==> config.mk <==
export PLATFORM = sky130hd
export DESIGN_NAME = tpu_lite_regs
export DESIGN_NICKNAME = d
export VERILOG_FILES = /design/src/tpu_lite_pkg.sv /design/src/tpu_lite_regs.sv
export SDC_FILE = /design/constraint.sdc
export NUM_CORES = 1
export LEC_CHECK = 0
export BUFFER_PORTS_ARGS = -buffer_cell sky130_fd_sc_hd__buf_2
export CAP_MARGIN = 20
export CORE_MARGIN = 4
export CORE_UTILIZATION = 30
export CTS_BUF_LIST = sky130_fd_sc_hd__clkbuf_8 sky130_fd_sc_hd__clkbuf_16
export DETAILED_ROUTE_END_ITERATION = 6
export PLACE_DENSITY = 0.51
export RECOVER_POWER = 25
export SYNTH_ARGS = -nofsm -noshare
export SYNTH_HDL_FRONTEND = slang
export SYNTH_SLANG_ARGS = --single-unit
==> constraint.sdc <==
create_clock -name clk -period 1.95 [get_ports clk]
set_clock_uncertainty 0.1 [all_clocks]
set_input_delay 0.2925 -clock clk [delete_from_list [all_inputs] [get_ports clk]]
set_output_delay 0.2925 -clock clk [all_outputs]
set_load 0.02 [all_outputs]
==> src/tpu_lite_pkg.sv <==
package tpu_lite_pkg;

    ////////////////////////////////////////////////////////////////////////////
    // Widths
    ////////////////////////////////////////////////////////////////////////////

    localparam int DWIDTH     = 8;    // One matrix element
    localparam int AWIDTH     = 10;   // Element address, 1024 elements
    localparam int REG_DWIDTH = 32;   // Register data
    localparam int REG_AWIDTH = 8;    // Register byte offset
    localparam int MASK_WIDTH = 32;   // Column mask, low N bits used

    ////////////////////////////////////////////////////////////////////////////
    // Register map
    ////////////////////////////////////////////////////////////////////////////

    localparam logic [REG_AWIDTH-1:0] REG_CTRL     = 8'h00;
    localparam logic [REG_AWIDTH-1:0] REG_STATUS   = 8'h04;
    localparam logic [REG_AWIDTH-1:0] REG_A_ADDR   = 8'h08;
    localparam logic [REG_AWIDTH-1:0] REG_B_ADDR   = 8'h0C;
    localparam logic [REG_AWIDTH-1:0] REG_C_ADDR   = 8'h10;
    localparam logic [REG_AWIDTH-1:0] REG_A_STRIDE = 8'h14;
    localparam logic [REG_AWIDTH-1:0] REG_B_STRIDE = 8'h18;
    localparam logic [REG_AWIDTH-1:0] REG_C_STRIDE = 8'h1C;
    localparam logic [REG_AWIDTH-1:0] REG_COL_MASK = 8'h20;

    // Bit positions inside CTRL and STATUS
    localparam int CTRL_START_BIT  = 0;   // Write 1 to launch
    localparam int STATUS_BUSY_BIT = 0;   // Live engine state
    localparam int STATUS_DONE_BIT = 1;   // Sticky, write 1 to clear

    ////////////////////////////////////////////////////////////////////////////
    // Structures between register block and sequencer
    ////////////////////////////////////////////////////////////////////////////

    // Strides count elements between consecutive rows
    typedef struct packed {
        logic [AWIDTH-1:0]     a_addr;     // Base of A
        logic [AWIDTH-1:0]     b_addr;     // Base of B
        logic [AWIDTH-1:0]     c_addr;     // Base of C
        logic [AWIDTH-1:0]     a_stride;
        logic [AWIDTH-1:0]     b_stride;
        logic [AWIDTH-1:0]     c_stride;
        logic [MASK_WIDTH-1:0] col_mask;   // Per column write enable for C
    } mm_cfg_t;

    typedef struct packed {
        logic busy;         // High for the whole run
        logic done_pulse;   // One cycle, last C row write
    } mm_status_t;

endpackage

==> src/tpu_lite_regs.sv <==
module tpu_lite_regs (
    input  logic                                  clk,
    input  logic                                  reset,
    input  logic                                  reg_wr,
    input  logic                                  reg_rd,
    input  logic [tpu_lite_pkg::REG_AWIDTH-1:0]   reg_addr,
    input  logic [tpu_lite_pkg::REG_DWIDTH-1:0]   reg_wdata,
    output logic [tpu_lite_pkg::REG_DWIDTH-1:0]   reg_rdata,
    output tpu_lite_pkg::mm_cfg_t                 cfg,
    output logic                                  start,
    input  tpu_lite_pkg::mm_status_t              status
);
    import tpu_lite_pkg::*;

    logic                  wr_ctrl;
    logic                  wr_status;
    logic                  done_sticky;
    logic [REG_DWIDTH-1:0] rd_value;

    assign wr_ctrl   = reg_wr && (reg_addr == REG_CTRL);
    assign wr_status = reg_wr && (reg_addr == REG_STATUS);

    ////////////////////////////////////////////////////////////////////////////
    // Configuration
    ////////////////////////////////////////////////////////////////////////////

    always_ff @(posedge clk) begin
        if (reset) begin
            cfg <= '0;
        end else if (reg_wr) begin
            case (reg_addr)
                REG_A_ADDR:   cfg.a_addr   <= reg_wdata[AWIDTH-1:0];
                REG_B_ADDR:   cfg.b_addr   <= reg_wdata[AWIDTH-1:0];
                REG_C_ADDR:   cfg.c_addr   <= reg_wdata[AWIDTH-1:0];
                REG_A_STRIDE: cfg.a_stride <= reg_wdata[AWIDTH-1:0];
                REG_B_STRIDE: cfg.b_stride <= reg_wdata[AWIDTH-1:0];
                REG_C_STRIDE: cfg.c_stride <= reg_wdata[AWIDTH-1:0];
                REG_COL_MASK: cfg.col_mask <= reg_wdata[MASK_WIDTH-1:0];
                default: ;
            endcase
        end
    end

    ////////////////////////////////////////////////////////////////////////////
    // Start pulse and status
    ////////////////////////////////////////////////////////////////////////////

    always_ff @(posedge clk) begin
        if (reset) begin
            start       <= 1'b0;
            done_sticky <= 1'b0;
        end else begin
            start <= wr_ctrl && reg_wdata[CTRL_START_BIT] && !status.busy;   // One cycle
            if (status.done_pulse) begin
                done_sticky <= 1'b1;   // Set wins over clear
            end else if (wr_status && reg_wdata[STATUS_DONE_BIT]) begin
                done_sticky <= 1'b0;
            end
        end
    end

    // Read mux, unmapped offsets fall through to zero
    always_comb begin
        rd_value = '0;
        case (reg_addr)
            REG_STATUS: begin
                rd_value[STATUS_BUSY_BIT] = status.busy;
                rd_value[STATUS_DONE_BIT] = done_sticky;
            end
            REG_A_ADDR:   rd_value[AWIDTH-1:0]     = cfg.a_addr;
            REG_B_ADDR:   rd_value[AWIDTH-1:0]     = cfg.b_addr;
            REG_C_ADDR:   rd_value[AWIDTH-1:0]     = cfg.c_addr;
            REG_A_STRIDE: rd_value[AWIDTH-1:0]     = cfg.a_stride;
            REG_B_STRIDE: rd_value[AWIDTH-1:0]     = cfg.b_stride;
            REG_C_STRIDE: rd_value[AWIDTH-1:0]     = cfg.c_stride;
            REG_COL_MASK: rd_value[MASK_WIDTH-1:0] = cfg.col_mask;
            default: ;
        endcase
    end

    always_ff @(posedge clk) begin
        if (reset) begin
            reg_rdata <= '0;
        end else if (reg_rd) begin
            reg_rdata <= rd_value;   // Held until the next read
        end
    end

endmodule

==> flow_metrics.tcl <==
set metrics [dict create \
    outcome "finished, final reports clean" \
    gr-usage-all-layers_pct 17.8 \
    slew_viol_final 0 \
    timing.critical_path.cells "mux4_2 -> a221o_1 -> a221oi_1 -> nor4_1" \
    crit-reg2reg-launch "cfg[32]$_SDFFE_PP0P_" \
    nFillCells 1692 \
    initial_standard_cell_utilization_of_the_core_pct 30.4 \
    vias_in_the_first_global_route 4772 \
    final.setup.tns_ps 0 \
    cts.clk_slew.worst_paths_ps 60 \
    critical_path_required_ps 2140 \
    post_cts.repair.setup_buffers 0 \
    endpoint_worst_hold "cfg[22]$_SDFFE_PP0P_" \
    grt_antenna_before_repair 0 \
    relative_slew_slack_pct 60.6 \
    cp_data_arrival_time_ps 1810 \
    hold_viol 0 \
    max_cap_violations 0 \
    netlist.area_leader.share_pct 50.1 \
    nets 806 \
    die-width_um 138 \
    holdCritStartpoint "reg_wdata[22]" \
    htree_levels 4 \
    critPathMaxFanout 3 \
    clk_root_buffer_cell "clkbuf_16" \
    crit_path_top_delay_cell "mux4_2" \
    whs_ps 22.9 \
    die-area_sq_um 18900 \
    worstSetupStartpointType "flop" \
    cts_resized 0 \
    netlist_top_cells_area "dfxtp_1 50%, nand2_1 10%, a21oi_1 8.5%" \
    synth_cell_area_sq_um 5030 \
    synth.net_count 625 \
    timing.critical_path.to_type "flop" \
    placeableCoreArea_sq_um 16500 \
    insertion_delay_ps 410 \
    max-clock-path-buffers 2 \
    grt_overflow_total 0 \
    antenna_cells 0 \
    synth.largest_area_cell "dfxtp_1" \
    place_inst 958 \
    total_number_of_yosys_warnings 0 \
    min_delay_path_depth 3 \
    placement.cell_area_sq_um 6270 \
    synth_seq_area_share_pct 50.1 \
    grt_start_max_net_pins 45 \
    ctsHoldBuffers 3 \
    post-route-drc-count 0 \
    drt_wl_total_mm 16.9 \
    layout-area-overhead-vs-synth_pct 35.5 \
    drive_above_1_share_pct 24.4 \
    synthDistinctLibCells 33 \
    cts-buffers-inserted 17 \
    postSynthRegisterBits 126 \
    first_iter_violations 254 \
    cp_slowest_stage_delay_ps 480 \
    synthesis.instances 579 \
    power_density_nw_per_um2 882 \
    finalInstanceArea_sq_um 6820 \
    ant_nets 0 \
    final_cells 991 \
    regToRegEndpoint "reg_rdata[0]$_SDFFE_PP0P_" \
    rsz_0062_raised_after_global_routing "false" \
    tritoncts_num_sinks 126 \
    min_period_over_period_pct 83.3 \
    ff_latch_area_sq_um 2520 \
    clock_tree_from_tritoncts "done" \
    leakagePower_nw 2.83 \
    site_row_count 47 \
    reg2reg_depth 4 \
    period_minus_slack_ps 1620 \
    final_util_pct 41.3 \
    setup.reg_to_reg.worst_slack_ps 330 \
    detailedRoute.firstPassIterationCount 7 \
    grt_pass1_wl_mm 25.8 \
    boundaryPins 171 \
    vdd_ir_drop_max_mv 0.641 \
    post-place-ws_ps -52.9 \
    io_buffer_count 170 \
    worst_slew_pin_slew_ps 590 \
    place_hpwl_mm 12.5 \
    max_freq_ghz 0.616 \
    synth.avg_cell_area_sq_um 8.69 \
    die_height_um 138 \
    vias 4918 \
    average_routed_wire_per_standard_cell_um 17.1 \
    place.gp.congestion 0.865 \
    vias_per_cell 4.96 \
    multi_input_comb_area_sq_um 2290 \
    finalSetupViolations 0 \
    total_power_mw 6.01 \
    worst-setup-path-type "reg2reg" \
    hold_path_class "in2reg" \
    final_critical_path_setup_slack_ps 326 \
]
[critical path, delay by kind of cell (launching register included)]
family           cells  cell delay [ps]
AO/OA/AOI/OAI        2              510
AND/OR/NAND/NOR      1               80
multiplexers         1              480
flip-flops           1              330
[final cells by class]
type                    count  area share, %
multi-input cells         404           33.6
flip-flops and latches    126           37.0
clock inverters            10           1.82
inverters                   1         0.0551
well taps                 220           4.04
repair buffers            210           16.6
clock buffers              20           6.85
[report_power, final]
group | leakage [nW] | switching, mW | total (mW) | internal (mW)
combinational | 1.51 | 0.164 | 0.256 | 0.0914
clock | 0.307 | 1.09 | 3.17 | 2.07
sequential | 1.01 | 0.00335 | 2.58 | 2.58
total | 2.83 | 1.26 | 6.01 | 4.75
[per-layer routing]
| metal | global-route usage (%) | vias to the layer above | wire length (um) |
|---|---|---|---|
| li1 | - | 2383 | - |
| met1 | 23.3 | 2338 | 7470 |
| met2 | 28.6 | 186 | 8000 |
| met3 | 5.41 | 11 | 1280 |
| met4 | 4.88 | 0 | 155 |
| met5 | 0 | - | 0 |
[sequential cells by signal, summed over array words and instances, names as in the netlist]
signal / count
cfg: 92
reg_rdata: 32
done_sticky: 1
start: 1
[worst max-delay path by stage]
| stage | start | to | slack, ps | cells after the start |
|---|---|---|---|---|
| after global placement | reg_addr[4] | reg_rdata[7]$_SDFFE_PP0P_ | -3 | 7 |
| after floorplan | reg_addr[3] | reg_rdata[3]$_SDFFE_PP0P_ | 60 | 5 |
| after CTS | cfg[32]$_SDFFE_PP0P_ | reg_rdata[0]$_SDFFE_PP0P_ | 310 | 4 |
| final | cfg[32]$_SDFFE_PP0P_ | reg_rdata[0]$_SDFFE_PP0P_ | 330 | 4 |
| after global routing | cfg[32]$_SDFFE_PP0P_ | reg_rdata[0]$_SDFFE_PP0P_ | 270 | 4 |
| after detailed placement | reg_addr[2] | reg_rdata[1]$_SDFFE_PP0P_ | -50 | 8 |
[cells in the final DEF (no fill, tap or decap), types with 2 or more instances in the layout]
master and instances:
and2_1 2, mux2_2 3, buf_2 107, nor2b_1 2, nand4_1 2, a22o_1 4
a222oi_1 8, nor4_1 4, clkinv_2 2, clkbuf_8 3, and3_1 5, buf_4 34
a22oi_1 17, nand3_1 44, dfxtp_1 126, nand2_1 140, mux2i_1 30, nor2_1 37
buf_12 4, inv_1 4, clkbuf_16 17, bufinv_16 3, a21oi_1 85, mux4_2 8
dlygate4sd3_1 3, clkbuf_1 62
[logic make-up after synthesis]
family / after synthesis / share of synthesized area [%]
AND/OR/NAND/NOR: 244 / 21.2
flip-flops: 126 / 50.1
AO/OA/AOI/OAI: 119 / 14.2
buffers and inverters: 49 / 4.33
multiplexers: 41 / 10.2
[cells in the mapped netlist]
master    number
a211oi_1       1
a21oi_1       85
a221o_1        1
a221oi_1       1
a222oi_1       8
a22o_1         4
a22oi_1       17
a32oi_1        1
and2_1         2
and3_1         5
and4b_1        1
buf_2         15
buf_4          4
clkbuf_1      29
dfxtp_1      126
inv_2          1
mux2_2         3
mux2i_1       30
mux4_2         8
nand2_1      140
nand3_1       44
nand4_1        2
nor2_1        37
nor2b_1        2
nor3_1         1
nor3_2         1
nor4_1         4
nor4_2         1
nor4_4         1
nor4bb_1       1
o21ai_2        1
or3_1          1
or4_4          1
Note: power is estimated with default switching activity, not from simulation.
