<file path="src/tpu_lite_pkg.sv">
package tpu_lite_pkg;

    ////////////////////////////////////////////////////////////////////////////
    // Widths
    ////////////////////////////////////////////////////////////////////////////

    localparam int DWIDTH     = 8;    // One matrix element
    localparam int AWIDTH     = 10;   // Element address, 1024 elements
    localparam int REG_DWIDTH = 32;   // Register data
    localparam int REG_AWIDTH = 8;    // Register byte offset
    localparam int MASK_WIDTH = 32;   // Column mask, low N bits used

    ////////////////////////////////////////////////////////////////////////////
    // Register map
    ////////////////////////////////////////////////////////////////////////////

    localparam logic [REG_AWIDTH-1:0] REG_CTRL     = 8'h00;
    localparam logic [REG_AWIDTH-1:0] REG_STATUS   = 8'h04;
    localparam logic [REG_AWIDTH-1:0] REG_A_ADDR   = 8'h08;
    localparam logic [REG_AWIDTH-1:0] REG_B_ADDR   = 8'h0C;
    localparam logic [REG_AWIDTH-1:0] REG_C_ADDR   = 8'h10;
    localparam logic [REG_AWIDTH-1:0] REG_A_STRIDE = 8'h14;
    localparam logic [REG_AWIDTH-1:0] REG_B_STRIDE = 8'h18;
    localparam logic [REG_AWIDTH-1:0] REG_C_STRIDE = 8'h1C;
    localparam logic [REG_AWIDTH-1:0] REG_COL_MASK = 8'h20;

    // Bit positions inside CTRL and STATUS
    localparam int CTRL_START_BIT  = 0;   // Write 1 to launch
    localparam int STATUS_BUSY_BIT = 0;   // Live engine state
    localparam int STATUS_DONE_BIT = 1;   // Sticky, write 1 to clear

    ////////////////////////////////////////////////////////////////////////////
    // Structures between register block and sequencer
    ////////////////////////////////////////////////////////////////////////////

    // Strides count elements between consecutive rows
    typedef struct packed {
        logic [AWIDTH-1:0]     a_addr;     // Base of A
        logic [AWIDTH-1:0]     b_addr;     // Base of B
        logic [AWIDTH-1:0]     c_addr;     // Base of C
        logic [AWIDTH-1:0]     a_stride;
        logic [AWIDTH-1:0]     b_stride;
        logic [AWIDTH-1:0]     c_stride;
        logic [MASK_WIDTH-1:0] col_mask;   // Per column write enable for C
    } mm_cfg_t;

    typedef struct packed {
        logic busy;         // High for the whole run
        logic done_pulse;   // One cycle, last C row write
    } mm_status_t;

endpackage

</file>
<file path="src/tpu_lite_mac_row.sv">
module tpu_lite_mac_row #(
    parameter int N = 4
) (
    input  logic                                clk,
    input  logic                                reset,
    input  logic                                acc_clear,
    input  logic                                acc_en,
    input  logic [$clog2(N)-1:0]                k_sel,
    input  logic [N*tpu_lite_pkg::DWIDTH-1:0]   a_row,
    input  logic [N*tpu_lite_pkg::DWIDTH-1:0]   b_row,
    output logic [N*tpu_lite_pkg::DWIDTH-1:0]   c_row
);
    import tpu_lite_pkg::*;

    localparam int PW    = 2 * DWIDTH;         // One product
    localparam int ACC_W = PW + $clog2(N);     // Sum of N products
    localparam logic [DWIDTH-1:0] SAT_MAX = '1;

    logic [DWIDTH-1:0] a_elem;

    // The same A element feeds every column in a given step
    assign a_elem = a_row[k_sel*DWIDTH +: DWIDTH];

    ////////////////////////////////////////////////////////////////////////////
    // One multiply-accumulate per column
    ////////////////////////////////////////////////////////////////////////////

    for (genvar j = 0; j < N; j++) begin : g_col
        logic [DWIDTH-1:0] b_elem;
        logic [PW-1:0]     prod;
        logic [ACC_W-1:0]  acc;
        logic              over;

        assign b_elem = b_row[j*DWIDTH +: DWIDTH];
        assign prod   = a_elem * b_elem;

        always_ff @(posedge clk) begin
            if (reset || acc_clear) begin
                acc <= '0;   // Clear wins over enable
            end else if (acc_en) begin
                acc <= acc + ACC_W'(prod);
            end
        end

        // Anything above the element range clamps to all ones
        assign over = (acc > ACC_W'(SAT_MAX));
        assign c_row[j*DWIDTH +: DWIDTH] = over ? SAT_MAX : acc[DWIDTH-1:0];
    end

endmodule

</file>
<file path="config.mk">
export PLATFORM = sky130hd
export DESIGN_NAME = tpu_lite_mac_row
export DESIGN_NICKNAME = d
export VERILOG_FILES = /design/src/tpu_lite_pkg.sv /design/src/tpu_lite_mac_row.sv
export SDC_FILE = /design/constraint.sdc
export NUM_CORES = 1
export LEC_CHECK = 0
export ABC_AREA = 1
export BUFFER_PORTS_ARGS = -buffer_cell sky130_fd_sc_hd__buf_2
export CORE_ASPECT_RATIO = 1.25
export CORE_MARGIN = 2
export CORE_UTILIZATION = 55
export DETAILED_ROUTE_END_ITERATION = 8
export PLACE_DENSITY = 0.74
export SKIP_CTS_REPAIR_TIMING = 1
export SYNTH_ARGS = -nofsm -noshare
export SYNTH_HDL_FRONTEND = slang
export SYNTH_SLANG_ARGS = --single-unit
</file>
<file path="constraint.sdc">
create_clock -name clk -period 11.3 [get_ports clk]
set_input_delay 1.13 -clock clk [delete_from_list [all_inputs] [get_ports clk]]
set_output_delay 1.13 -clock clk [all_outputs]
set_load 0.01 [all_outputs]
</file>
==> results of run 1 <==
-- cell type report --
type / instances / area, µm² / area share
multi-input combinational: 1343 / 10400 / 0.669
inverter: 649 / 2450 / 0.157
sequential: 72 / 1440 / 0.0925
timing repair buffer: 104 / 528 / 0.0339
tap: 340 / 425 / 0.0273
clock buffer: 14 / 284 / 0.0182
clock inverter: 2 / 35.0 / 0.00225
-- metal layers --
metal  wire length, µm  part of all wire  vias up
li1                  -                 -     6252
met1             14100              0.40     5851
met2             18000              0.50      375
met3              2360             0.066       85
met4              1190             0.033        2
met5                12           0.00034        -
-- cells by family (layout without fill, tap and decap cells) --
family / Yosys count / after routing / synth area share
xor gates and xnor gates: 30 / 30 / 0.0180
adders and majority gates: 360 / 360 / 0.410
AOI/OAI and AO/OA: 126 / 126 / 0.0469
buffers and inverters: 697 / 769 / 0.189
DFF: 72 / 72 / 0.0985
and+or+nand+nor: 827 / 827 / 0.237
-- stage by stage --
step | instance area [µm²] | utilization | setup WS [ns]
after global placement | 15300 | 0.585 | 5.08
after detailed placement | 15300 | 0.585 | 4.99
final | 15600 | 0.597 | 5.32
after CTS | 15600 | 0.597 | 5.38
after global routing | 15600 | 0.597 | 4.91
after floorplan | 14600 | - | 6.13
-- worst paths after layout --
check | endpoint | slack (ns) | cells past startpoint
max | g_col[3].acc[12]$_SDFFE_PP0P_ | 5.32 | 24
min | g_col[2].acc[0]$_SDFFE_PP0P_ | 0.49 | 2
max reg2reg | g_col[3].acc[17]$_SDFFE_PP0P_ | 7.39 | 18
min reg2reg | g_col[2].acc[0]$_SDFFE_PP0P_ | 0.49 | 2
-- worst max-delay path: cells and delay by family --
family,cells,cell delay (ns)
buf+inv,7,1.04
simple gates,12,1.66
fa+ha+maj,5,2.39
-- Yosys cell counts --
cell type and count:
a211oi_1 20, a21oi_1 79, and2_1 1, buf_1 5, buf_12 2, buf_2 16
buf_4 8, buf_6 8, clkbuf_1 9, dfxtp_1 72, fa_1 200, ha_1 160
inv_1 638, inv_2 8, inv_4 2, inv_8 1, nand2_1 482, nand2_2 19
nand2_4 1, nand3_1 88, nand3_2 5, nand4_1 18, nor2_1 193, nor2_2 11
nor2_4 1, nor4_4 4, o21ai_0 18, o21ai_1 8, o21bai_2 1, or2_0 3
or2_1 1, xnor2_1 3, xor2_1 27
-- power by group through the flow --
stage	Sequential [mW]	Combinational (mW)	Clock, mW
2_1_floorplan	0.330	2.72	0
3_3_place_gp	0.339	3.47	0
3_5_place_dp	0.341	3.52	0
4_1_cts	0.336	3.56	0.337
5_1_grt	0.341	4.11	0.345
6_report	0.335	3.54	0.329
-- cells in the final DEF, fill, tap and decap left out, types with 4 or more instances in the layout --
cell type  Yosys  routed
a211oi_1      20      20
clkbuf_16      0       9
fa_1         200     200
nand2_1      482     482
nand3_2        5       5
xor2_1        27      27
inv_2          8       7
dfxtp_1       72      72
ha_1         160     160
nor4_4         4       4
buf_2         16     101
o21ai_1        8       8
nor2_2        11      11
inv_1        638     638
nand4_1       18      18
o21ai_0       18      18
clkbuf_8       0       4
nor2_1       193     193
nand2_2       19      19
nand3_1       88      88
a21oi_1       79      79
==> results.ini, run 1 <==
[min_path]
hold_path.class = register to register
min_from = g_col[2].acc[0]$_SDFFE_PP0P_

[synth]
syn_nets = 2542
synth_cell_types = 33
synth_area_leader_cell = fa_1
netlist.area_leader.share = 0.274
yosysSeqAreaShare = 0.0985
synthCells = 2112
syn_area_per_cell_um2 = 6.93
synthTopCellsByArea = fa_1 (27%), inv_1 (16%), ha_1 (14%)
yosysWarnings = 0
netlist_area_um2 = 14600
synth-seq-cells = 72

[worst_setup_path]
start_kind = input pin
crit_start = k_sel[0]
cpPeakStageDelay_ns = 0.56
regToRegStartpoint = g_col[3].acc[6]$_SDFFE_PP0P_
critical_path.slowest_cell = nand2_1
crit_path_cell_trace = buf_2 > inv_8 > nand2_1 > nand3_1 > nand2_1 > inv_2 > nand2_1 > fa_1 > fa_1 > inv_1 > fa_1 > inv_1 > fa_1 > inv_1 > ha_1 > nand2_1 > nor2_1 > nand2_1 > nand3_1 > nand2_1 > nand3_1 > nand3_1 > nand2_1 > inv_1
crit_fanout = 19
crit_top_cell = nand2_1
required_ns = 11.57
critPathKind = input pin to register
endpoint_kind = register
cp.arrival_ns = 6.25

[cts]
clockBufferDepth = 2
cts_max_level = 3
clock_latency_ns = 0.37
clock_sinks = 72
path_clk_slew_ns = 0.07
cts_root_buffer = clkbuf_16
cts_buffers = 9
tritoncts = yes

[global_route]
grt_max_degree = 80
use_met1 = 0.320
track_usage = 0.269
met2_usage = 0.475
grtUsageMet3 = 0.0513
busiest_layer = met2
antenna_found_initial = 1
grt_pass1_wl_um = 60200
grt_overflow = 0
grt_pass1_vias = 13000

[route]
drt_iter0_markers = 662
post_drt_wl_per_cell_um = 14.2
route.detailed.drc = 0
vias = 12600
ant_nets = 0
firstDrtPassIters = 5
via_per_inst = 4.98
routed_wl_um = 35800

[final_layout]
regMostFlops = g_col.acc
largest_reg_flops = 72
fillCellCount = 2501
drive_gt1_frac = 0.0792
areaGrowthSynthToFinish_pct = 6.50
fin_nets = 2609
top_regs = g_col.acc: 72 flops
fin_cells = 2524
antenna_cells = 0

[run_status]
status = complete, no violations

[die]
initial_utilization = 0.561
dieWidth_um = 150
core_region_area_um2 = 26100
num_io_pins = 102
die_height_um = 186
placementRows = 66
dieArea_um2 = 27900

[placed_design]
dpl.hpwl_um = 28400
port_buffers = 101
place.gp.congestion = 0.891
dp_cells = 2508

[timing]
rsz0062_at_grt = false
final-hold-violation-count = 0
max_freq_ghz = 0.167
min_period_over_period = 0.530
worstMarginPinSlew_ns = 0.972
period_needed_ns = 5.98
final_max_slew_viol_count = 0
slew_headroom = 0.352
finalSetupTns_ns = 0
whs_ns = 0.489
finClkSkew_ns = 0.00941
setup_violations = 0

[power_and_ir_drop]
internal-power_mw = 1.81
irDropWorstVdd_mv = 0.126
power_leakage_nw = 9.51
p_comb_frac = 0.842
power_switching_mw = 2.40
p_clk_frac = 0.078
switching_share = 0.570
p_total_mw = 4.20
powerDensity_nw_per_um2 = 270
seq_power_share = 0.080

[flow_run]
maxCapViolCount = 0

(Power assumes the default switching activity.)
==> run 2, diff against run 1 <==
PLACE_DENSITY = 0.77   (was 0.74)
clock period = 5.5 ns   (was 11.3 ns; I/O delays follow)
==> run 2 against run 1 <==
Sequential share of layout area shrank 0.058 points. Final cell count grew 0.63%. Non-clock buffer count grew 13. Via count grew 1.8%. Register-to-register slack lost 5.8 ns. Count of clock-buffer cells in the layout shrank 1. Global-route usage grew 0.73 points. Setup slack lost 4.7 ns. Die area is the same. First-iteration DRC count shrank 18%. Hold slack gained 0.0095 ns. Largest cell class unchanged.
==> results.ini, run 2 (synthesized netlist as in run 1, its figures left out) <==
[placed_design]
port_buffers = 101  ; unchanged
dpl.hpwl_um = 29600  ; +4.3%
place.gp.congestion = 0.934  ; +4.8%
dp_slack_ns = 0.305  ; -4.68 ns

[global_route]
antenna_found_initial = 6  ; +5
grt_pass1_vias = 13300  ; +2.4%
grt_max_degree = 65  ; -19%
grt_pass1_wl_um = 61800  ; +2.5%
grt_overflow = 0  ; unchanged
track_usage = 0.277  ; +0.00725

[die]
die_height_um = 186  ; unchanged
num_io_pins = 102  ; unchanged
dieWidth_um = 150  ; unchanged
dieArea_um2 = 27900  ; unchanged
placementRows = 66  ; unchanged
initial_utilization = 0.561  ; unchanged
core_region_area_um2 = 26100  ; unchanged

[route]
routed_wl_um = 36500  ; +2.0%
via_per_inst = 5.04  ; +1.2%
ant_nets = 0  ; unchanged
met2_length_um = 18600  ; +3.2%
vias = 12800  ; +1.8%
top_layer_used = met5
post_drt_wl_per_cell_um = 14.4  ; +1.4%
met1_length_um = 13900  ; -1.8%
firstDrtPassIters = 5  ; unchanged
route.detailed.drc = 0  ; unchanged
wl_met3_um = 2550  ; +8.3%
drt_iter0_markers = 543  ; -18%

[cts]
clock_latency_ns = 0.37  ; about the same
tritoncts = yes
cts_max_level = 3  ; unchanged
clockBufferDepth = 2  ; unchanged
cts_buffers = 9  ; unchanged
clock_sinks = 72  ; unchanged
path_clk_slew_ns = 0.07  ; about the same
cts_root_buffer = clkbuf_16

[final_layout]
mostFrequentLayoutCells = inv_1 (638), nand2_1 (482), fa_1 (200)
areaGrowthSynthToFinish_pct = 7.17
layout_commonest_cell = inv_1
multi_input_comb_area_um2 = 10400  ; unchanged
largest_reg_flops = 72  ; unchanged
area.sequential_um2 = 1440  ; unchanged
fin_nets = 2622  ; +0.50%
regMostFlops = g_col.acc
fillCellCount = 2425  ; -3.0%
top_regs = g_col.acc: 72 flops
drive_gt1_frac = 0.0842  ; +0.00499

[timing]
post-route-worst-setup-slack_ns = 0.642  ; -4.67 ns
rsz0062_at_grt = false
slew_headroom = 0.391  ; +0.0393
worstMarginPinSlew_ns = 0.913  ; -0.0589 ns
min_period_over_period = 0.883
setup_violations = 0  ; unchanged
final_max_slew_viol_count = 0  ; unchanged
finalSetupTns_ns = 0  ; unchanged
period_needed_ns = 4.86
max_freq_ghz = 0.206
finClkSkew_ns = 0.0146  ; +0.00521 ns
final-hold-violation-count = 0  ; unchanged

[min_path]
hold_path.class = register to register

[flow_run]
maxCapViolCount = 0  ; unchanged

[worst_setup_path]
required_ns = 5.76  ; -5.81 ns
start_kind = input pin
cp.arrival_ns = 5.12  ; -1.13 ns
endpoint_kind = register
critPathKind = input pin to register
r2r_slack_ns = 1.61  ; -5.78 ns
crit_fanout = 17  ; -2

[power_and_ir_drop]
power_leakage_nw = 9.56  ; +0.61%
powerDensity_nw_per_um2 = 552  ; +100%
irDropWorstVdd_mv = 0.294  ; +130%

[run_status]
status = complete, no violations

-- run 2: changes by cell type in the layout (fill, tap and decap cells not counted), sizes merged --
cell,change
buf,+13
inv,+1
clkbuf,-1
diode,+3
-- run 2: worst max-delay path, cell delays in order --
cell and delay, ns:
buf_2 0.31, nand2_1 0.11, nand3_1 0.10, nand2_1 0.08
inv_2 0.35, buf_4 0.22, nand2_1 0.07, fa_1 0.51
inv_1 0.06, fa_1 0.50, fa_1 0.50, inv_1 0.05
fa_1 0.47, inv_1 0.05, ha_1 0.33, nand2_1 0.15
inv_1 0.05, nand2_1 0.11, nand3_2 0.11, nand2_1 0.12
nand2_1 0.06, nand2_1 0.06, nand3_1 0.06, nand2_1 0.09
inv_1 0.04
-- run 2: path summary, 6_finish.rpt --
check | from | to | cells after the start
worst min register to register | g_col[2].acc[0]$_SDFFE_PP0P_ | g_col[2].acc[0]$_SDFFE_PP0P_ | 2
worst max register to register | g_col[0].acc[7]$_SDFFE_PP0P_ | g_col[0].acc[13]$_SDFFE_PP0P_ | 19
worst min-delay path | g_col[2].acc[0]$_SDFFE_PP0P_ | g_col[2].acc[0]$_SDFFE_PP0P_ | 2
worst max-delay path | k_sel[0] | g_col[0].acc[13]$_SDFFE_PP0P_ | 25
-- run 2: where the power goes --
group / total, mW / switching, mW / internal [mW] / leakage (nW)
sequential: 0.685 / 0.0618 / 0.623 / 0.589
combinational: 7.33 / 4.62 / 2.71 / 8.83
clock: 0.640 / 0.265 / 0.375 / 0.150
-- run 2: layer usage --
layer  up-vias  GRT usage
met5         -          0
met4         6      0.117
met3       114     0.0538
met2       407      0.500
met1      5989      0.314
li1       6278          -
-- run 2: through the flow --
step | instances | util | area [µm²] | total power [mW] | hold slack, ns
detailed placement | 2521 | 0.589 | 15400 | 7.95 | 0.484
global placement | 2521 | 0.589 | 15400 | 7.82 | 0.473
CTS | 2537 | 0.601 | 15700 | 8.68 | 0.495
finish | 2540 | 0.601 | 15700 | 8.66 | 0.499
floorplan | 2112 | - | 14600 | 6.27 | 0.459
global route | 2540 | 0.601 | 15700 | 9.85 | 0.524
-- run 2: area by class of cell --
cell class              instances  share of cell area
clock inverters                 3             0.00255
flip-flops and latches         72              0.0919
diodes                          3            0.000479
multi-input cells            1343               0.664
repair buffers                117              0.0407
clock buffers                  13              0.0166
well taps                     340              0.0271
inverters                     649               0.156
