## src/tpu_lite_pkg.sv

```systemverilog
package tpu_lite_pkg;

    ////////////////////////////////////////////////////////////////////////////
    // Widths
    ////////////////////////////////////////////////////////////////////////////

    localparam int DWIDTH     = 8;    // One matrix element
    localparam int AWIDTH     = 10;   // Element address, 1024 elements
    localparam int REG_DWIDTH = 32;   // Register data
    localparam int REG_AWIDTH = 8;    // Register byte offset
    localparam int MASK_WIDTH = 32;   // Column mask, low N bits used

    ////////////////////////////////////////////////////////////////////////////
    // Register map
    ////////////////////////////////////////////////////////////////////////////

    localparam logic [REG_AWIDTH-1:0] REG_CTRL     = 8'h00;
    localparam logic [REG_AWIDTH-1:0] REG_STATUS   = 8'h04;
    localparam logic [REG_AWIDTH-1:0] REG_A_ADDR   = 8'h08;
    localparam logic [REG_AWIDTH-1:0] REG_B_ADDR   = 8'h0C;
    localparam logic [REG_AWIDTH-1:0] REG_C_ADDR   = 8'h10;
    localparam logic [REG_AWIDTH-1:0] REG_A_STRIDE = 8'h14;
    localparam logic [REG_AWIDTH-1:0] REG_B_STRIDE = 8'h18;
    localparam logic [REG_AWIDTH-1:0] REG_C_STRIDE = 8'h1C;
    localparam logic [REG_AWIDTH-1:0] REG_COL_MASK = 8'h20;

    // Bit positions inside CTRL and STATUS
    localparam int CTRL_START_BIT  = 0;   // Write 1 to launch
    localparam int STATUS_BUSY_BIT = 0;   // Live engine state
    localparam int STATUS_DONE_BIT = 1;   // Sticky, write 1 to clear

    ////////////////////////////////////////////////////////////////////////////
    // Structures between register block and sequencer
    ////////////////////////////////////////////////////////////////////////////

    // Strides count elements between consecutive rows
    typedef struct packed {
        logic [AWIDTH-1:0]     a_addr;     // Base of A
        logic [AWIDTH-1:0]     b_addr;     // Base of B
        logic [AWIDTH-1:0]     c_addr;     // Base of C
        logic [AWIDTH-1:0]     a_stride;
        logic [AWIDTH-1:0]     b_stride;
        logic [AWIDTH-1:0]     c_stride;
        logic [MASK_WIDTH-1:0] col_mask;   // Per column write enable for C
    } mm_cfg_t;

    typedef struct packed {
        logic busy;         // High for the whole run
        logic done_pulse;   // One cycle, last C row write
    } mm_status_t;

endpackage

```

## src/tpu_lite_ctrl.sv

```systemverilog
module tpu_lite_ctrl #(
    parameter int N = 4
) (
    input  logic                              clk,
    input  logic                              reset,
    input  logic                              start,
    input  tpu_lite_pkg::mm_cfg_t             cfg,
    output tpu_lite_pkg::mm_status_t          status,
    output logic [tpu_lite_pkg::AWIDTH-1:0]   addr0,
    output logic [tpu_lite_pkg::AWIDTH-1:0]   addr1,
    output logic [N-1:0]                      we0,
    output logic                              acc_clear,
    output logic                              acc_en,
    output logic [$clog2(N)-1:0]              k_sel
);
    import tpu_lite_pkg::*;

    localparam int KW = $clog2(N);       // Row and k index
    localparam int SW = $clog2(N + 2);   // Step within a row
    localparam logic [SW-1:0] STEP_DRAIN = SW'(N);
    localparam logic [SW-1:0] STEP_WRITE = SW'(N + 1);
    localparam logic [KW-1:0] ROW_LAST   = KW'(N - 1);

    logic              busy;
    logic [KW-1:0]     row;
    logic [SW-1:0]     step;
    logic [AWIDTH-1:0] a_row_addr;
    logic [AWIDTH-1:0] b_row_addr;
    logic [AWIDTH-1:0] c_row_addr;
    logic              reading;
    logic              writing;
    logic              last_row;

    assign reading  = busy && (step < STEP_DRAIN);   // Steps 0..N-1
    assign writing  = busy && (step == STEP_WRITE);
    assign last_row = (row == ROW_LAST);

    ////////////////////////////////////////////////////////////////////////////
    // Row and step counters
    ////////////////////////////////////////////////////////////////////////////

    always_ff @(posedge clk) begin
        if (reset) begin
            busy <= 1'b0;
            row  <= '0;
            step <= '0;
        end else if (!busy) begin
            if (start) begin
                busy <= 1'b1;
                row  <= '0;
                step <= '0;
            end
        end else if (writing) begin
            step <= '0;
            row  <= row + 1'b1;
            if (last_row) begin
                busy <= 1'b0;   // Falls right after the done cycle
            end
        end else begin
            step <= step + 1'b1;
        end
    end

    // Row addresses track cfg while idle so the first busy cycle is ready
    always_ff @(posedge clk) begin
        if (!busy) begin
            a_row_addr <= cfg.a_addr;
            b_row_addr <= cfg.b_addr;
            c_row_addr <= cfg.c_addr;
        end else if (writing) begin
            a_row_addr <= a_row_addr + cfg.a_stride;
            b_row_addr <= cfg.b_addr;   // B restarts at row 0
            c_row_addr <= c_row_addr + cfg.c_stride;
        end else if (reading) begin
            b_row_addr <= b_row_addr + cfg.b_stride;
        end
    end

    // k of the read issued last cycle, matches RAM latency
    always_ff @(posedge clk) begin
        k_sel <= step[KW-1:0];
    end

    assign addr0     = writing ? c_row_addr : a_row_addr;
    assign addr1     = b_row_addr;
    assign we0       = writing ? cfg.col_mask[N-1:0] : '0;
    assign acc_clear = busy && (step == '0);
    assign acc_en    = busy && (step != '0) && (step <= STEP_DRAIN);   // Steps 1..N

    assign status.busy       = busy;
    assign status.done_pulse = writing && last_row;

endmodule

```

## config.mk

```make
export PLATFORM = sky130hd
export DESIGN_NAME = tpu_lite_ctrl
export DESIGN_NICKNAME = d
export VERILOG_FILES = /design/src/tpu_lite_pkg.sv /design/src/tpu_lite_ctrl.sv
export SDC_FILE = /design/constraint.sdc
export NUM_CORES = 1
export LEC_CHECK = 0
export BUFFER_PORTS_ARGS = -buffer_cell sky130_fd_sc_hd__clkbuf_2
export CAP_MARGIN = 5
export CORE_MARGIN = 5
export CORE_UTILIZATION = 35
export DETAILED_ROUTE_END_ITERATION = 6
export PLACE_DENSITY = 0.64
export SKIP_CTS_REPAIR_TIMING = 1
export SYNTH_ARGS = -nofsm -noshare
export SYNTH_HDL_FRONTEND = slang
export SYNTH_SLANG_ARGS = --single-unit
```

## constraint.sdc

```tcl
create_clock -name clk -period 3.9 [get_ports clk]
set_input_delay 0.78 -clock clk [delete_from_list [all_inputs] [get_ports clk]]
set_output_delay 0.78 -clock clk [all_outputs]
set_load 0.1 [all_outputs]
```

==> results.env, run 1 <==
GRT_OVERFLOW_TOTAL=0
KIND_OF_END_POINT_OF_THE_CRITICAL_PATH='output pin'
AVGSYNTHCELLAREA_SQ_UM=9.975
GP_ROUTABILITY_CONGESTION=0.8022
VIA_COUNT=2535
POST_SYNTH_NUM_CELL_TYPES=41
FINAL_PERIOD_MINUS_WORST_SETUP_SLACK_NS=3.255
SYNTH-EDFF-COUNT=30
AREAGROWTHSYNTHTOFINISH_PCT=22.84
POWER.DENSITY_mW_PER_MM2=450.4
CTSHTREEMAXLEVEL=2
FMAX_MHz=307.2
WORST_EP_REQUIRED_TIME_NS=3.12
CTS_SINKS=38
CRIT_SLOWEST_CELL='sky130_fd_sc_hd__dfxtp_1'
TOTAL_POWER_mW=1.606
SYNTHESIS.NETS=420
YOSYSWARNINGS=0
RUN_STATUS='complete, no violations'
MIN-DELAY-PATH-CLASS='reg2reg'
DRIVE_GT1_SHARE_PCT=34.96
DR.PASS1.ITERS=4
MULTIPLEXER_SHARE_OF_THE_SYNTHESIZED_AREA_PCT=7.759
CP_SLOWEST_STAGE_DELAY_NS=0.43
SYNTHMOSTINSTANTIATEDCELL='sky130_fd_sc_hd__ha_1'
CP_MAX_FO=10
SYNTH_SIMPLE_GATE_AREA_SHARE_PCT=11.81
ARRIVAL_NS=2.47
MAX_CAP_VIOLATIONS=0
WL_PER_CELL_UM=14.23
REPORT.FINAL.HOLD_VIOL_COUNT=0
SYN-INSTANCE-COUNT=291
CRITICAL_PATH.CELL_CHAIN='ha_1, nand2_1, nor2_2, buf_4, mux2_2, clkbuf_2'
SYNTH_TOP_FAMILY_BY_AREA='compound AO/OA/AOI/OAI gates'
RSZ_0062_RAISED_AFTER_GLOBAL_ROUTING='no'
CTS_BUFFER_DEPTH=2
TIGHTESTPINTRANSITION_NS=0.7491
POST_ROUTE_CLOCK_PERIOD_UTILIZATION_PCT=83.45
SETUP_VIOLATIONS=0
FLOORPLAN.DIE.WIDTH_UM=101.1
CELL_TYPE_CONTRIBUTING_THE_MOST_TOTAL_CELL_AREA_AFTER_SYNTHESIS='sky130_fd_sc_hd__edfxtp_1'
COREAREA_SQ_MM=0.008134
DRC=0
YS_FF_LATCH=38
POST_SYNTH_XOR_AREA_FRACTION_PCT=6.034
NNETSFINAL=517
CTS_ROOT_BUF='sky130_fd_sc_hd__clkbuf_8'
FIN_TNS_SETUP_NS=0
CTS-BUFFERS-INSERTED=5
START_UTIL_PCT=35.69
PORTBUFFERS=96
INITIALDRTVIOLATIONCOUNT=54
SYNTH_AREA_SQ_MM=0.002903
GRT_PASS1_WL_UM=11280
MAXIMUM_VDD_DROP_V=0.0002075
ANTENNA-DIODE-COUNT=0
TIMING.CRITICAL_PATH.MAX_DELAY_FAMILY='buffers and inverters'
YOSYS_MOST_USED_DFF='sky130_fd_sc_hd__edfxtp_1'
ANTENNA_VIOLATING_NETS_POST_ROUTE=0
FP.DIEAREA_SQ_MM=0.01022
GRT_ANTENNA_BEFORE_REPAIR=0
YOSYS.AREA.TOP_TYPE_SHARE_PCT=31.03
IO_PINS=125
ROWS=33
LARGEST_NET_DEGREE_AT_THE_START_OF_GLOBAL_ROUTING=40
SYNTH-ASYNC-RESET-RATIO_PCT=0
INSERTION_DELAY_NS=0.29
DETAIL_ROUTE.VIAS_PER_CELL=5.132
TRITONCTS='built'
FINAL_WIRELENGTH_UM=7028
MAXSLEWVIOLCOUNT=0
HPWL_UM=5555
GRT.TOTAL_USAGE_PCT=13.70
NUMBER_OF_GLOBAL_ROUTE_VIAS_BEFORE_REPAIR=2536
ADDER_CELL_SHARE_OF_THE_SYNTHESIZED_AREA_PCT=15.43
FLOORPLAN.DIE.HEIGHT_UM=101.1
CRITICALPATHCATEGORY='reg2out'
CLKSLEWWORSTSETUPHOLDPATHS_NS=0.07
YOSYSSEQAREASHARE_PCT=36.55
SYNTH_TOP_CELLS_BY_AREA='sky130_fd_sc_hd__edfxtp_1, sky130_fd_sc_hd__ha_1, sky130_fd_sc_hd__mux2_2'
POST_SYNTHESIS_COMPOUND_GATE_AREA_FRACTION_PCT=19.87
SYNTH.CELLS.MOST_FREQUENT='sky130_fd_sc_hd__ha_1, sky130_fd_sc_hd__edfxtp_1, sky130_fd_sc_hd__nand2_1, sky130_fd_sc_hd__o21ai_0, sky130_fd_sc_hd__nor2_1'
RELSLEWSLACK_PCT=49.99
LEAKAGE_nW=1.590
CRITICAL_PATH_BUF_INV_COUNT=2
SETUP_CLOCK_SKEW_AFTER_LAYOUT_NS=0.008527
CRIT_PATH_START_KIND='flip-flop'
[area by class of cell]
type                    instances  area, sq um
fillers                       795         4568
multi-input cells             238         1768
flip-flops and latches         38         1061
repair buffers                 98        498.0
well taps                     105        131.4
clock buffers                   6        72.57
inverters                       7        26.28
clock inverters                 2        8.758
[logic make-up (layout without fill, tap and decap cells)]
group                      Yosys count  count (layout)
AOI/OAI and AO/OA                   88              88
xor gates and xnor gates            20              20
adders and majority gates           34              34
buffers and inverters               15             113
DFF                                 38              38
muxes                               20              20
and+or+nand+nor                     76              76
[metal layers]
metal,GRT usage [%],vias up,wire length (um),part of all wire (%)
met1,17.56,1163,3199,46
met4,4.294,0,76,1.1
met5,0,-,0,0
li1,-,1276,-,-
met3,4.360,7,633,9.0
met2,21.93,89,3118,44
[final timing paths]
kind | slack [ns] | endpoint | cells after the start | start
setup reg to reg | 1.47 | a_row_addr[6] | 7 | a_row_addr[0]
hold / removal | 0.38 | k_sel[1] | 0 | step[1]
hold reg to reg | 0.38 | k_sel[1] | 0 | step[1]
setup / recovery | 0.65 | addr0[7] | 6 | step[0]
[placed cells by master (no fill, tap or decap), drive strengths merged, types with 5 or more instances in the layout]
cell type and n:
o21ai 29, a21o 8, o211ai 5, nor2 22
xnor2 11, and2 5, ha 31, edfxtp 30
dfxtp 8, mux2 20, a211oi 13, inv 7
xor2 9, nor3 7, nand2 30, a21oi 22
clkbuf 101
[flip-flops by register name, indices dropped and copies added, names as in the netlist]
register and count:
a_row_addr 10, busy 1, c_row_addr 10, step 3, k_sel 2, addr1 10, row 2
[stage by stage]
stage          cells  cell area (sq um)  utilization [%]  hold slack [ns]  worst slack, ns
2_1_floorplan    291               2903                -           0.3546            1.053
3_3_place_gp     486               3485            42.84           0.3685           0.9626
3_5_place_dp     486               3485            42.84           0.3696           0.9507
4_1_cts          494               3566            43.84           0.3809           0.6142
5_1_grt          494               3566            43.84           0.4042           0.4718
6_report         494               3566            43.84           0.3800           0.6453
[power breakdown]
group          switching, mW  leakage, nW  total [mW]  internal, mW
logic                  0.546         1.17       0.798         0.252
registers             0.0337        0.375       0.542         0.508
clock network          0.143       0.0426       0.267         0.123
(Power assumes the default switching activity.)
==> inputs of run 2 (changes only) <==
- clock period: 3.9 -> 3.4 ns (I/O delays scaled with it)
==> run 2 against run 1 <==
Net effect: first-iteration DRC count increased by 69%; clock skew is 0.0018 ns lower; global-route usage up 0.42 points; clock power increased by 14%; cell count up 0.20%; largest cell class unchanged; largest power group unchanged.
==> results.env, run 2 (synthesis results as in run 1) <==
RUN_STATUS='complete, no violations'
INITIALDRTVIOLATIONCOUNT=91
CLKSLEWWORSTSETUPHOLDPATHS_NS=0.08
GRT_OVERFLOW_TOTAL=0
CTS_SINKS=38
COREAREA_SQ_MM=0.008134
MAX_CAP_VIOLATIONS=0
CTS-BUFFERS-INSERTED=5
POWER.DENSITY_mW_PER_MM2=504.8
HPWL_UM=5734
WORST_EP_REQUIRED_TIME_NS=2.72
FINAL_WIRELENGTH_UM=7189
FMAX_MHz=336.7
WL_PER_CELL_UM=14.52
CRITICALPATHCATEGORY='reg2out'
DRC=0
STDCELL_COUNT=495
CTS_ROOT_BUF='sky130_fd_sc_hd__clkbuf_8'
DETAIL_ROUTE.VIAS_PER_CELL=5.154
POST-PLACE-WS_NS=0.6248
CP_MAX_FO=11
AREAGROWTHSYNTHTOFINISH_PCT=30.78
TIGHTESTPINTRANSITION_NS=0.6323
REPORT.FINAL.HOLD_VIOL_COUNT=0
FP.DIEAREA_SQ_MM=0.01022
RELSLEWSLACK_PCT=57.80
GRT.TOTAL_USAGE_PCT=14.12
TOTAL_POWER_mW=1.916
FF_LATCH_AREA_SQ_MM=0.001061
SETUP_VIOLATIONS=0
GRT_PASS1_WL_UM=11570
ANTENNA-DIODE-COUNT=0
NNETSFINAL=518
INSERTION_DELAY_NS=0.29
ROWS=33
LARGEST_NET_DEGREE_AT_THE_START_OF_GLOBAL_ROUTING=29
SETUP_CLOCK_SKEW_AFTER_LAYOUT_NS=0.006726
ARRIVAL_NS=2.29
FILL_CELL_TOTAL_OF_THE_FINISHED_LAYOUT=792
VIA_COUNT=2551
GP_ROUTABILITY_CONGESTION=0.8407
FIN_TNS_SETUP_NS=0
CTSHTREEMAXLEVEL=2
TRITONCTS='built'
START_UTIL_PCT=35.69
IO_PINS=125
MOST-COMMON-LAYOUT-CELLS='sky130_fd_sc_hd__clkbuf_2, sky130_fd_sc_hd__ha_1, sky130_fd_sc_hd__nand2_1, sky130_fd_sc_hd__edfxtp_1, sky130_fd_sc_hd__o21ai_0'
LEAKAGE_nW=1.663
R2R_DEPTH=7
DR.PASS1.ITERS=6
TIMING.HOLD.WORST_PATH_DEPTH=0
RSZ_0062_RAISED_AFTER_GLOBAL_ROUTING='no'
MIN-DELAY-PATH-CLASS='reg2reg'
FLOORPLAN.DIE.HEIGHT_UM=101.1
DP_CELLS=487
FLOORPLAN.DIE.WIDTH_UM=101.1
ANTENNA_VIOLATING_NETS_POST_ROUTE=0
KIND_OF_END_POINT_OF_THE_CRITICAL_PATH='output pin'
FINAL_PERIOD_MINUS_WORST_SETUP_SLACK_NS=2.970
PORTBUFFERS=96
CRIT_PATH_START_KIND='flip-flop'
MOSTFREQUENTLAYOUTCELL='sky130_fd_sc_hd__clkbuf_2'
DRIVE_GT1_SHARE_PCT=35.13
MAXIMUM_VDD_DROP_V=0.0002550
NUMBER_OF_GLOBAL_ROUTE_VIAS_BEFORE_REPAIR=2531
POST_ROUTE_CLOCK_PERIOD_UTILIZATION_PCT=87.36
FINAL_CORE_UTIL_PCT=46.67
AREA_TAKEN_BY_MULTI_INPUT_LOGIC_GATES_SQ_MM=0.001768
LAYOUT_SETUP_WS_NS=0.4296
CTS_BUFFER_DEPTH=2
MAXSLEWVIOLCOUNT=0
GRT_ANTENNA_BEFORE_REPAIR=0
-- run 2: cell count changes in the layout (fill, tap and decap cells not counted), sizes merged --
cell	change
clkbuf	-14
buf	+15
-- run 2: worst paths after layout --
path                 startpoint       endpoint  slack (ns)
hold / removal          step[1]       k_sel[1]        0.38
setup / recovery        step[0]      status[0]        0.43
hold reg to reg         step[1]       k_sel[1]        0.38
setup reg to reg  a_row_addr[0]  a_row_addr[6]        1.01
-- run 2: through the flow --
stage	cell area, sq um	hold WS, ns
final	3796	0.3803
after global routing	3796	0.3934
after CTS	3796	0.3821
after detailed placement	3715	0.3675
after global placement	3715	0.3685
after floorplan	2903	0.3546
-- run 2: worst max-delay path, cell delays in order (launching register included) --
cell and delay (ns):
sky130_fd_sc_hd__dfxtp_1 0.43, sky130_fd_sc_hd__ha_1 0.28, sky130_fd_sc_hd__nand2_1 0.11, sky130_fd_sc_hd__nor2_2 0.51
sky130_fd_sc_hd__buf_4 0.25, sky130_fd_sc_hd__and2_1 0.21, sky130_fd_sc_hd__buf_12 0.20
-- run 2: layer usage --
layer | part of all wire [%] | vias up | wire (um) | global-route usage [%]
met2 | 45 | 90 | 3262 | 23.39
met4 | 1.1 | 0 | 79 | 3.374
met1 | 44 | 1166 | 3183 | 17.78
met5 | 0 | - | 0 | 0
met3 | 9.2 | 7 | 663 | 4.637
li1 | - | 1288 | - | -
-- run 2: area by class of cell --
class                           count  share of cell area, %
Multi-Input combinational cell    238                  46.57
Sequential cell                    38                  27.95
Timing Repair Buffer               99                  19.18
Tap cell                          105                  3.461
Clock buffer                        6                  1.912
Inverter                            7                 0.6922
Clock inverter                      2                 0.2307
-- run 2: report_power, final --
group	switching, mW	internal, mW	leakage [nW]	total, mW
registers	0.0397	0.583	0.375	0.623
clock network	0.164	0.141	0.0426	0.305
logic	0.639	0.349	1.25	0.988
